[src/logic/rv_slice_pkg.sv]
`default_nettype none

package rv_slice_pkg;

	localparam int XLEN           = 32;
	localparam int REG_COUNT      = 32;
	localparam int REG_INDEX_BITS = $clog2(REG_COUNT);
	localparam int SHAMT_BITS     = 5;  // Shift amount taken from operand B
	localparam int OPCODE_BITS    = 7;
	localparam int ALU_OP_BITS    = 4;

	// Register reset values
	localparam logic [XLEN-1:0] STACK_POINTER = 32'h0000_8000;
	localparam int              SP_INDEX      = 2;

	// Major opcodes handled by this slice, anything else is illegal
	typedef enum logic [OPCODE_BITS-1:0] {
		OPC_OP     = 7'b0110011,
		OPC_OP_IMM = 7'b0010011,
		OPC_LUI    = 7'b0110111
	} opcode_e;

	typedef enum logic [ALU_OP_BITS-1:0] {
		ALU_ADD    = 4'd0,
		ALU_SUB    = 4'd1,
		ALU_SLL    = 4'd2,
		ALU_SLT    = 4'd3,
		ALU_SLTU   = 4'd4,
		ALU_XOR    = 4'd5,
		ALU_SRL    = 4'd6,
		ALU_SRA    = 4'd7,
		ALU_OR     = 4'd8,
		ALU_AND    = 4'd9,
		ALU_PASS_B = 4'd10  // LUI, result is the U immediate
	} alu_op_e;

endpackage

`default_nettype wire

[src/logic/rv_alu_stage.sv]
`default_nettype none

module rv_alu_stage
	import rv_slice_pkg::*;
(
	input  wire logic                      i_clock,
	input  wire logic                      i_reset,
	input  wire logic                      i_dec_valid,
	input  wire logic [REG_INDEX_BITS-1:0] i_rd_index,
	input  var  alu_op_e                   i_alu_op,
	input  wire logic [XLEN-1:0]           i_imm,
	input  wire logic                      i_use_imm,
	input  wire logic                      i_writes_rd,
	input  wire logic [XLEN-1:0]           i_rs1_data,
	input  wire logic [XLEN-1:0]           i_rs2_data,
	output logic                           o_alu_valid,
	output logic [REG_INDEX_BITS-1:0]      o_alu_rd,
	output logic [XLEN-1:0]                o_alu_result,
	output logic                           o_alu_writes_rd
);
	// Decode control delayed to meet the register file data
	logic                      ctl_valid;
	logic [REG_INDEX_BITS-1:0] ctl_rd;
	alu_op_e                   ctl_op;
	logic [XLEN-1:0]           ctl_imm;
	logic                      ctl_use_imm;
	logic                      ctl_writes_rd;

	logic [XLEN-1:0]       op_b;
	logic [SHAMT_BITS-1:0] shamt;
	logic [XLEN-1:0]       result;

	always_ff @(posedge i_clock, posedge i_reset) begin
		if (i_reset) begin
			ctl_valid     <= 1'b0;
			ctl_writes_rd <= 1'b0;
		end else begin
			ctl_valid     <= i_dec_valid;
			ctl_writes_rd <= i_writes_rd;
		end
	end

	always_ff @(posedge i_clock) begin
		ctl_rd      <= i_rd_index;
		ctl_op      <= i_alu_op;
		ctl_imm     <= i_imm;
		ctl_use_imm <= i_use_imm;
	end

	assign op_b  = ctl_use_imm ? ctl_imm : i_rs2_data;
	assign shamt = op_b[SHAMT_BITS-1:0];

	always_comb begin
		case (ctl_op)
			ALU_ADD:  result = i_rs1_data + op_b;
			ALU_SUB:  result = i_rs1_data - op_b;
			ALU_SLL:  result = i_rs1_data << shamt;
			ALU_SLT:  result = {{(XLEN-1){1'b0}}, $signed(i_rs1_data) < $signed(op_b)};
			ALU_SLTU: result = {{(XLEN-1){1'b0}}, i_rs1_data < op_b};
			ALU_XOR:  result = i_rs1_data ^ op_b;
			ALU_SRL:  result = i_rs1_data >> shamt;
			ALU_SRA:  result = $signed(i_rs1_data) >>> shamt;
			ALU_OR:   result = i_rs1_data | op_b;
			ALU_AND:  result = i_rs1_data & op_b;
			default:  result = op_b;  // ALU_PASS_B
		endcase
	end

	always_ff @(posedge i_clock, posedge i_reset) begin
		if (i_reset) begin
			o_alu_valid     <= 1'b0;
			o_alu_writes_rd <= 1'b0;
		end else begin
			o_alu_valid     <= ctl_valid;
			o_alu_writes_rd <= ctl_valid && ctl_writes_rd;
		end
	end

	always_ff @(posedge i_clock) begin
		o_alu_rd     <= ctl_rd;
		o_alu_result <= result;
	end

endmodule

`default_nettype wire

[src/logic/rv_inst_decoder.sv]
`default_nettype none

module rv_inst_decoder
	import rv_slice_pkg::*;
(
	input  wire logic                      i_clock,
	input  wire logic                      i_reset,
	input  wire logic                      i_inst_valid,
	input  wire logic [XLEN-1:0]           i_inst,
	output logic                           o_dec_valid,
	output logic                           o_illegal,
	output logic [REG_INDEX_BITS-1:0]      o_rs1_index,
	output logic [REG_INDEX_BITS-1:0]      o_rs2_index,
	output logic [REG_INDEX_BITS-1:0]      o_rd_index,
	output alu_op_e                        o_alu_op,
	output logic [XLEN-1:0]                o_imm,
	output logic                           o_use_imm,
	output logic                           o_writes_rd
);
	opcode_e                   opcode;
	logic [2:0]                funct3;
	logic                      funct7_alt;  // Bit 30 picks SUB and SRA
	logic [REG_INDEX_BITS-1:0] inst_rd;
	logic [REG_INDEX_BITS-1:0] inst_rs1;
	alu_op_e                   funct_op;
	alu_op_e                   inst_op;
	logic [XLEN-1:0]           inst_imm;
	logic                      inst_use_imm;
	logic                      inst_legal;

	assign opcode     = opcode_e'(i_inst[6:0]);
	assign funct3     = i_inst[14:12];
	assign funct7_alt = i_inst[30];
	assign inst_rd    = i_inst[11:7];

	always_comb begin
		case (funct3)
			3'b000:  funct_op = (funct7_alt && opcode == OPC_OP) ? ALU_SUB : ALU_ADD;
			3'b001:  funct_op = ALU_SLL;
			3'b010:  funct_op = ALU_SLT;
			3'b011:  funct_op = ALU_SLTU;
			3'b100:  funct_op = ALU_XOR;
			3'b101:  funct_op = funct7_alt ? ALU_SRA : ALU_SRL;
			3'b110:  funct_op = ALU_OR;
			default: funct_op = ALU_AND;
		endcase
	end

	always_comb begin
		inst_legal   = 1'b1;
		inst_op      = funct_op;
		inst_imm     = {{(XLEN-12){i_inst[31]}}, i_inst[31:20]};  // I-type
		inst_use_imm = 1'b0;
		inst_rs1     = i_inst[19:15];
		case (opcode)
			OPC_OP: inst_use_imm = 1'b0;
			OPC_OP_IMM: inst_use_imm = 1'b1;
			OPC_LUI: begin
				inst_op      = ALU_PASS_B;
				inst_imm     = {i_inst[31:12], 12'h000};
				inst_use_imm = 1'b1;
				inst_rs1     = '0;
			end
			default: begin
				// Pass a zero immediate so the result comes out as zero
				inst_legal   = 1'b0;
				inst_op      = ALU_PASS_B;
				inst_imm     = '0;
				inst_use_imm = 1'b1;
			end
		endcase
	end

	always_ff @(posedge i_clock, posedge i_reset) begin
		if (i_reset) begin
			o_dec_valid <= 1'b0;
			o_illegal   <= 1'b0;
			o_writes_rd <= 1'b0;
		end else begin
			o_dec_valid <= i_inst_valid;
			o_illegal   <= i_inst_valid && !inst_legal;
			o_writes_rd <= i_inst_valid && inst_legal && (inst_rd != '0);
		end
	end

	always_ff @(posedge i_clock) begin
		if (i_inst_valid) begin
			o_rs1_index <= inst_rs1;
			o_rs2_index <= i_inst[24:20];
			o_rd_index  <= inst_rd;
			o_alu_op    <= inst_op;
			o_imm       <= inst_imm;
			o_use_imm   <= inst_use_imm;
		end
	end

endmodule

`default_nettype wire

[src/logic/rv_register_file.sv]
`default_nettype none

module rv_register_file
	import rv_slice_pkg::*;
(
	input  wire logic                      i_clock,
	input  wire logic                      i_reset,
	input  wire logic [REG_INDEX_BITS-1:0] i_rs1_index,
	input  wire logic [REG_INDEX_BITS-1:0] i_rs2_index,
	input  wire logic                      i_wb_tag,
	input  wire logic [REG_INDEX_BITS-1:0] i_wb_rd,
	input  wire logic [XLEN-1:0]           i_wb_data,
	output logic [XLEN-1:0]                o_rs1_data,
	output logic [XLEN-1:0]                o_rs2_data
);
	logic [XLEN-1:0] regs [REG_COUNT];
	logic            write_tag;  // Tag of the last write taken
	logic            tag_changed;

	assign tag_changed = (i_wb_tag != write_tag);

	// Read first, write later: a read in the same cycle as a write gets the old value
	always_ff @(posedge i_clock, posedge i_reset) begin
		if (i_reset) begin
			o_rs1_data <= '0;
			o_rs2_data <= '0;
			write_tag  <= 1'b0;
			for (int i = 0; i < REG_COUNT; i++) begin
				regs[i] <= (i == SP_INDEX) ? STACK_POINTER : '0;
			end
		end else begin
			o_rs1_data <= (i_rs1_index != '0) ? regs[i_rs1_index] : '0;
			o_rs2_data <= (i_rs2_index != '0) ? regs[i_rs2_index] : '0;

			if (tag_changed) begin
				if (i_wb_rd != '0)  // x0 stays zero
					regs[i_wb_rd] <= i_wb_data;
				write_tag <= i_wb_tag;
			end
		end
	end

endmodule

`default_nettype wire

[src/logic/rv_slice_top.sv]
`default_nettype none

module rv_slice_top
	import rv_slice_pkg::*;
(
	input  wire logic                      i_clock,
	input  wire logic                      i_reset,
	input  wire logic                      i_inst_valid,
	input  wire logic [XLEN-1:0]           i_inst,
	output logic                           o_illegal,
	output logic                           o_result_valid,
	output logic [REG_INDEX_BITS-1:0]      o_result_rd,
	output logic [XLEN-1:0]                o_result_data
);
	logic                      dec_valid;
	logic [REG_INDEX_BITS-1:0] dec_rs1_index;
	logic [REG_INDEX_BITS-1:0] dec_rs2_index;
	logic [REG_INDEX_BITS-1:0] dec_rd_index;
	alu_op_e                   dec_alu_op;
	logic [XLEN-1:0]           dec_imm;
	logic                      dec_use_imm;
	logic                      dec_writes_rd;

	logic [XLEN-1:0] rs1_data;
	logic [XLEN-1:0] rs2_data;

	logic                      alu_valid;
	logic [REG_INDEX_BITS-1:0] alu_rd;
	logic [XLEN-1:0]           alu_result;
	logic                      alu_writes_rd;

	logic                      wb_tag;
	logic [REG_INDEX_BITS-1:0] wb_rd;
	logic [XLEN-1:0]           wb_data;

	rv_inst_decoder u_decoder (
		.i_clock      (i_clock),
		.i_reset      (i_reset),
		.i_inst_valid (i_inst_valid),
		.i_inst       (i_inst),
		.o_dec_valid  (dec_valid),
		.o_illegal    (o_illegal),
		.o_rs1_index  (dec_rs1_index),
		.o_rs2_index  (dec_rs2_index),
		.o_rd_index   (dec_rd_index),
		.o_alu_op     (dec_alu_op),
		.o_imm        (dec_imm),
		.o_use_imm    (dec_use_imm),
		.o_writes_rd  (dec_writes_rd)
	);

	rv_register_file u_register_file (
		.i_clock     (i_clock),
		.i_reset     (i_reset),
		.i_rs1_index (dec_rs1_index),
		.i_rs2_index (dec_rs2_index),
		.i_wb_tag    (wb_tag),
		.i_wb_rd     (wb_rd),
		.i_wb_data   (wb_data),
		.o_rs1_data  (rs1_data),
		.o_rs2_data  (rs2_data)
	);

	rv_alu_stage u_alu_stage (
		.i_clock         (i_clock),
		.i_reset         (i_reset),
		.i_dec_valid     (dec_valid),
		.i_rd_index      (dec_rd_index),
		.i_alu_op        (dec_alu_op),
		.i_imm           (dec_imm),
		.i_use_imm       (dec_use_imm),
		.i_writes_rd     (dec_writes_rd),
		.i_rs1_data      (rs1_data),
		.i_rs2_data      (rs2_data),
		.o_alu_valid     (alu_valid),
		.o_alu_rd        (alu_rd),
		.o_alu_result    (alu_result),
		.o_alu_writes_rd (alu_writes_rd)
	);

	rv_writeback_stage u_writeback_stage (
		.i_clock         (i_clock),
		.i_reset         (i_reset),
		.i_alu_valid     (alu_valid),
		.i_alu_rd        (alu_rd),
		.i_alu_result    (alu_result),
		.i_alu_writes_rd (alu_writes_rd),
		.o_result_valid  (o_result_valid),
		.o_result_rd     (o_result_rd),
		.o_result_data   (o_result_data),
		.o_wb_tag        (wb_tag),
		.o_wb_rd         (wb_rd),
		.o_wb_data       (wb_data)
	);

endmodule

`default_nettype wire

[src/logic/rv_writeback_stage.sv]
`default_nettype none

module rv_writeback_stage
	import rv_slice_pkg::*;
(
	input  wire logic                      i_clock,
	input  wire logic                      i_reset,
	input  wire logic                      i_alu_valid,
	input  wire logic [REG_INDEX_BITS-1:0] i_alu_rd,
	input  wire logic [XLEN-1:0]           i_alu_result,
	input  wire logic                      i_alu_writes_rd,
	output logic                           o_result_valid,
	output logic [REG_INDEX_BITS-1:0]      o_result_rd,
	output logic [XLEN-1:0]                o_result_data,
	output logic                           o_wb_tag,
	output logic [REG_INDEX_BITS-1:0]      o_wb_rd,
	output logic [XLEN-1:0]                o_wb_data
);
	logic take_write;

	assign take_write = i_alu_valid && i_alu_writes_rd;

	always_ff @(posedge i_clock, posedge i_reset) begin
		if (i_reset) begin
			o_result_valid <= 1'b0;
			o_wb_tag       <= 1'b0;
		end else begin
			o_result_valid <= i_alu_valid;
			if (take_write)
				o_wb_tag <= !o_wb_tag;  // Register file writes on the change
		end
	end

	// Illegal instructions arrive here with a zero result already
	always_ff @(posedge i_clock) begin
		if (i_alu_valid) begin
			o_result_rd   <= i_alu_rd;
			o_result_data <= i_alu_result;
		end
		if (take_write) begin
			o_wb_rd   <= i_alu_rd;
			o_wb_data <= i_alu_result;
		end
	end

endmodule

`default_nettype wire

[config.mk]
export PLATFORM = sky130hd
export DESIGN_NAME = rv_slice_top
export DESIGN_NICKNAME = d
export VERILOG_FILES = /design/src/logic/rv_slice_pkg.sv /design/src/logic/rv_alu_stage.sv /design/src/logic/rv_inst_decoder.sv /design/src/logic/rv_register_file.sv /design/src/logic/rv_slice_top.sv /design/src/logic/rv_writeback_stage.sv
export SDC_FILE = /design/constraint.sdc
export NUM_CORES = 2
export LEC_CHECK = 0
export BUFFER_PORTS_ARGS = -buffer_cell sky130_fd_sc_hd__buf_4
export CAP_MARGIN = 15
export CORE_UTILIZATION = 32
export CTS_BUF_LIST = sky130_fd_sc_hd__clkbuf_8
export CTS_CLUSTER_DIAMETER = 200
export CTS_CLUSTER_SIZE = 24
export DETAILED_ROUTE_END_ITERATION = 8
export GPL_TIMING_DRIVEN = 0
export PLACE_DENSITY = 0.43
export SYNTH_ARGS = -nofsm -noshare
export SYNTH_HDL_FRONTEND = slang
export SYNTH_HIERARCHICAL = 1
export SYNTH_SLANG_ARGS = --single-unit
[constraint.sdc]
create_clock -name i_clock -period 50.9 [get_ports i_clock]
set_clock_uncertainty 0.15 [all_clocks]
set_input_delay 5.09 -clock i_clock [delete_from_list [all_inputs] [get_ports i_clock]]
set_output_delay 5.09 -clock i_clock [all_outputs]
set_load 0.1 [all_outputs]
# [Yosys cells after proc, flatten, opt, wreduce, memory -nomap -nowiden]
# Cells that the tools add are included.
# Widths: inputs -> output; s select.
[totals] ff_bits=1303 wordCells=133 out_inout_bits=39 in_bits=35
[op_classes] n_eq_ne=19 addsub=2 bitwise=6 shift=3 reduce_logical=18 magnitude_cmp=6 muxes=19
[ops] op="$bwmux 1024" n=1
[ops] op="$bmux 32 s5" n=2
[ops] op="$pmux 32 s10" n=1
[ops] op="$mux 32" n=8
[ops] op="$demux 32 s5" n=1
[ops] op="$lt 32x32->1" n=2
[ops] op="$pmux 32 s2" n=1
[ops] op="$add 32x32->32" n=1
[ops] op="$and 32x32->32" n=1
[ops] op="$or 32x32->32" n=1
[ops] op="$shl 32x5->32" n=1
[ops] op="$shr 32x5->32" n=1
[ops] op="$sshr 32x5->32" n=1
[ops] op="$sub 32x32->32" n=1
[ops] op="$xor 32x32->32" n=1
[ops] op="$pmux 4 s7" n=1
[ops] op="$reduce_bool 5->1" n=4
[ops] op="$ge 6x6->1 const B" n=3
[ops] op="$not 5->6" n=3
[ops] op="$eq 4x3->1 const B" n=4
[ops] op="$eq 7x6->1 const B" n=2
[ops] op="$eq 3x3->1 const B" n=3
[ops] op="$eq 4x2->1 const B" n=2
[ops] op="$eq 4x4->1 const B" n=2
[ops] op="14 further kinds" n=25

# [Longest topological paths before layout]
[logic_depth] word_depth=6 ltp_mapped=18

# [Cells and area by module]
# Netlist, hierarchy kept.
[modules_own_cells] module="rv_register_file" area_per_inst_um2=55969.9 cells_per_inst=3689 n_inst=1 seq_area_each_um2=27252.4
[modules_own_cells] module="rv_alu_stage" area_per_inst_um2=11193.2 cells_per_inst=1460 n_inst=1 seq_area_each_um2=1681.6
[modules_own_cells] module="rv_writeback_stage" area_per_inst_um2=2301.0 cells_per_inst=79 n_inst=1 seq_area_each_um2=2272.2
[modules_own_cells] module="rv_inst_decoder" area_per_inst_um2=2205.9 cells_per_inst=144 n_inst=1 seq_area_each_um2=1636.6

# [Worst setup path after synthesis]
# No wires, ideal clock.
[synth_timing] path_type="register to output" from="reg u_writeback_stage.o_result_data[0]" to="out o_result_data[0]" stages_incl_launch_ff=1 required_time_ps=45660 path_buffers=0 setup_slack_ps=44756 arrival_ps=904 cell_sequence="edfxtp_1"
[synth_rtl] element="from (decl)" line="rv_writeback_stage.sv:14" text="output logic [XLEN-1:0] o_result_data,"
[synth_rtl] element="from (signal assigned)" line="rv_writeback_stage.sv:38" text="o_result_data <= i_alu_result;"
[synth_rtl] element="to (decl)" line="rv_slice_top.sv:13" text="output logic [XLEN-1:0] o_result_data"
# No word-level cell between the ends.

# [Worst setup path in the final report]
[layout_timing] from="reg u_alu_stage.ctl_use_imm" to="reg u_alu_stage.o_alu_result[0]"
[layout_between] elab_chain_cells=3 elab_cells_between_ends=12
[layout_rtl] element="from (decl)" line="rv_alu_stage.sv:26" text="logic ctl_use_imm;"
[layout_rtl] element="from (signal assigned)" line="rv_alu_stage.sv:47" text="ctl_use_imm <= i_use_imm;"
[layout_rtl] element="$mux 32 (*)" line="rv_alu_stage.sv:50" text="assign op_b = ctl_use_imm ? ctl_imm : i_rs2_data;"
[layout_rtl] element="$sub 32x32->32 (tied with other cells)" line="rv_alu_stage.sv:56" text="ALU_SUB: result = i_rs1_data - op_b;"
[layout_rtl] element="$pmux 32 s10 (*)" line="rv_alu_stage.sv:54" text="case (ctl_op)"
[layout_rtl] element="named net u_alu_stage.result[0]" line="rv_alu_stage.sv:31" text="logic [XLEN-1:0] result;"
[layout_rtl] element="to (signal assigned)" line="rv_alu_stage.sv:81" text="o_alu_result <= result;"
[layout_rtl] element="to (decl)" line="rv_alu_stage.sv:18" text="output logic [XLEN-1:0] o_alu_result,"
# Mark *: on every way through the listed nets, which the timed path passes. The rest lies on a longest branch.
# A chain may end at the register's enable or synchronous reset.

==> results.yml <==
critical_path:
  worstPathRequired_ns: 51.62
  endpoint: "u_alu_stage/o_alu_result[0]"
  endpoint_kind: "flip-flop"
  cp_slowest_cell: "mux2i_1"
  cp_max_fo: 11
  critPathLaunch: "u_alu_stage/ctl_use_imm"
  rrSetupSlack_ns: 43.99
  crit_arrival_ns: 7.64
  path_common_cell: "clkbuf_1"
  start_kind: "flip-flop"
  cpPeakStageDelay_ns: 1.02
  worstReg2RegStart: "u_alu_stage/ctl_use_imm"
  regToRegEndpoint: "u_alu_stage/o_alu_result[0]"
  path_cells: "buf_6 -> mux2i_1 -> clkbuf_1 -> clkbuf_1 -> ha_1 -> inv_1 -> o221ai_1 -> a21oi_1 -> a311oi_2 -> o2111ai_1 -> nand4_1 -> a211oi_1 -> nor4_1 -> a2bb2oi_1"
  critical_path_class: "reg2reg"
  reg2reg_depth: 14
synthesis:
  synthSimpleGateAreaFrac_pct: 4.37
  synth-main-ff-cell: "dfrtp_1"
  yosys.area_share.adder_pct: 1.82
  synth-seq-cells: 1303
  synth_edf_count: 126
  ys_types: 100
  synthTopCellsByArea: "dfrtp_1, mux2_2, mux4_2, edfxtp_1, mux2i_1"
  yosysWarnings: 6
  synth_top_area_share_pct: 38.3
  async_flop_share_pct: 84.3
  synth_top_family_by_area: "multiplexers"
  avgSynthCellArea_sq_um: 13.3
  postSynthCellCount: 5372
  synth_mux_area_share_pct: 35.6
  synth_nets: 5510
  seq_area_frac_synth_pct: 45.8
  synth_area_sq_um: 71700
  synth_xor_xnor_area_share_pct: 0.255
  yosys.area.top_type: "dfrtp_1"
  synth_compound_area_share_pct: 8.27
flow_run:
  cap_viol_max_count: 0
sta:
  finalCriticalPeriod_ns: 6.91
  setup_ws_ns: 43.99
  fmax_ghz: 0.145
  hold_violations: 0
  period_share_pct: 13.6
  rsz0062_at_grt: "no"
  maxSlewHeadroom_pct: 12.4
  worst_pin_slew_ns: 1.31
  slew_viol_final: 0
  setup_viol: 0
cts:
  cts_root_buffer: "clkbuf_8"
  holdBufCountCts: 0
  postCtsSetupBuffers: 0
  clk_pin_slew_ns: 0.15
  cts_made_buffers: 60
  cts_max_level: 2
  clkSinkCount: 1303
  worst_skew_pair.late_latency_ns: 0.97
  cts_resized: 0
  max-clock-path-buffers: 3
  cts_tree: "built"
route:
  antenna_left: 0
  routed_wl_microns: 345000
  viasPerCell: 6.11
  drt-initial-drc-count: 6041
  vias: 52500
  wire_per_inst_microns: 40.1
  drc: 0
  drtPass1Iterations: 6
grt:
  grt_overflow: 0
  grt_pass1_vias: 51400
  grt_pass1_wl_microns: 465000
  grt_antenna_before_repair: 40
  grt.total_usage_pct: 30.3
  grt_start_max_net_pins: 120
floorplan:
  ioPinCount: 74
  die_h_microns: 475
  rows: 173
  die_x_microns: 475
  start_util_pct: 32.2
  core_area_sq_um: 222000
  die-area_sq_um: 226000
status:
  status: "finished clean"
cells_and_area:
  finalNetCount: 5697
  nFillCells: 21800
  area_growth_pct: 8.81
  layout-drive-gt1-share_pct: 36.2
power_and_ir_drop:
  p_leak_uw: 0.0339
  power_density_nw_per_um2: 30.4
  max-vdd-ir-drop_uv: 21.0
  total_power_uw: 2370
hold_path:
  holdCritPathClass: "reg2reg"
  holdPathStages: 0
place:
  port_buffers: 73
  hpwlAfterDp_microns: 254000
  place_ws_ns: 43.41
  gp_congestion: 0.965
critical path, delay by kind of cell, from the launching register on:
kind | cells | cell delay (ns)
and+or+nand+nor | 2 | 1.29
muxes | 1 | 1.02
adders and majority gates | 1 | 0.32
DFF | 1 | 0.35
AOI/OAI and AO/OA | 6 | 2.10
buffers and inverters | 4 | 1.62
state kept, by name (all words and copies together), names as in the netlist, 32 cells and up:
| name | flops |
|---|---|
| u_alu_stage/ctl_imm | 32 |
| u_alu_stage/o_alu_result | 32 |
| u_decoder/o_imm | 32 |
| u_register_file/o_rs1_data | 32 |
| u_register_file/o_rs2_data | 32 |
| u_register_file/regs | 1024 |
| u_writeback_stage/o_result_data | 32 |
| u_writeback_stage/o_wb_data | 32 |
power breakdown:
group	leakage, uW	internal [uW]	switching [uW]	total, uW
clock	0.000648	114	356	470
combinational	0.0165	250	427	677
sequential	0.0167	1140	84.8	1230
total	0.0339	1510	868	2370
kinds of logic after synthesis:
group	Yosys count
muxes	1805
DFF	1303
AOI/OAI and AO/OA	870
buffers and inverters	640
and+or+nand+nor	631
adders and majority gates	103
xor gates and xnor gates	20
area by class of cell:
class | count | area, sq um | area share [%]
diodes | 14 | 35.0 | 0.0449
plain buffers | 538 | 2420 | 3.11
clock buffers | 61 | 840 | 1.08
clock inverters | 39 | 179 | 0.229
inverters | 102 | 390 | 0.501
multi-input cells | 3429 | 36100 | 46.3
flip-flops and latches | 1303 | 32800 | 42.1
well taps | 2975 | 3720 | 4.77
repair buffers | 125 | 1440 | 1.85
worst min-delay path by stage:
stage / start / end / slack (ns)
final: u_alu_stage/ctl_rd[0] / u_alu_stage/o_alu_rd[0] / 0.19
after detailed placement: u_alu_stage/ctl_rd[3] / u_alu_stage/o_alu_rd[3] / 0.16
after global routing: u_alu_stage/ctl_rd[4] / u_alu_stage/o_alu_rd[4] / 0.20
after floorplan: u_alu_stage/ctl_rd[0] / u_alu_stage/o_alu_rd[0] / 0.16
after global placement: u_alu_stage/ctl_rd[2] / u_alu_stage/o_alu_rd[2] / 0.16
after CTS: u_alu_stage/ctl_rd[3] / u_alu_stage/o_alu_rd[3] / 0.19
stage by stage:
step	hold slack, ns	setup TNS [ns]	util [%]	instance area [sq um]	instances
after floorplan	0.160	0	-	71700	5372
after global placement	0.162	-33.71	34.2	75900	8420
after detailed placement	0.162	0	34.6	76900	8470
after CTS	0.194	0	35.1	77900	8570
after global routing	0.199	0	35.1	78000	8574
final	0.192	0	35.1	78000	8586
layout by cell type, fill, tap and decap left out, drive strengths merged, types with 9 or more instances in the layout:
cell type,instances
nand4,12
mux4,484
a221oi,62
o21ai,201
a21o,9
nand2,212
a31oi,26
o22ai,21
nor2b,92
and3,15
xnor2,13
mux2,1068
dfxtp,79
o21bai,13
nand2b,16
a311oi,68
o2111ai,25
ha,101
inv,137
nand3,48
diode,14
nor3,33
nor4,13
a22oi,78
o31ai,10
clkbuf,348
and2,27
a211oi,93
dfrtp,1097
o211ai,28
edfxtp,126
buf,376
mux2i,253
nor2,124
a21oi,161
synth_stat cells, types with 25 or more instances:
cell,count
o211ai_1,28
nand2_1,212
mux2_2,1039
o21ai_0,197
dfrtp_1,1097
a31oi_1,26
and2_1,25
o2111ai_1,25
nor2_1,119
nor3_1,29
mux4_2,482
a22oi_1,78
ha_1,101
mux2i_1,250
nand3_1,48
a21oi_1,151
buf_2,206
dfxtp_1,79
inv_1,96
edfxtp_1,126
a211oi_1,92
a311oi_1,66
nor2b_1,92
a221oi_1,62
clkbuf_1,284
mux2_1,29
layer usage:
layer	routed length, microns	track usage [%]	vias up
li1	-	-	20900
met1	146000	41.0	28500
met3	25200	5.75	620
met2	156000	47.2	2495
met5	76	0	-
met4	17300	12.9	12
(Power assumes the default switching activity.)
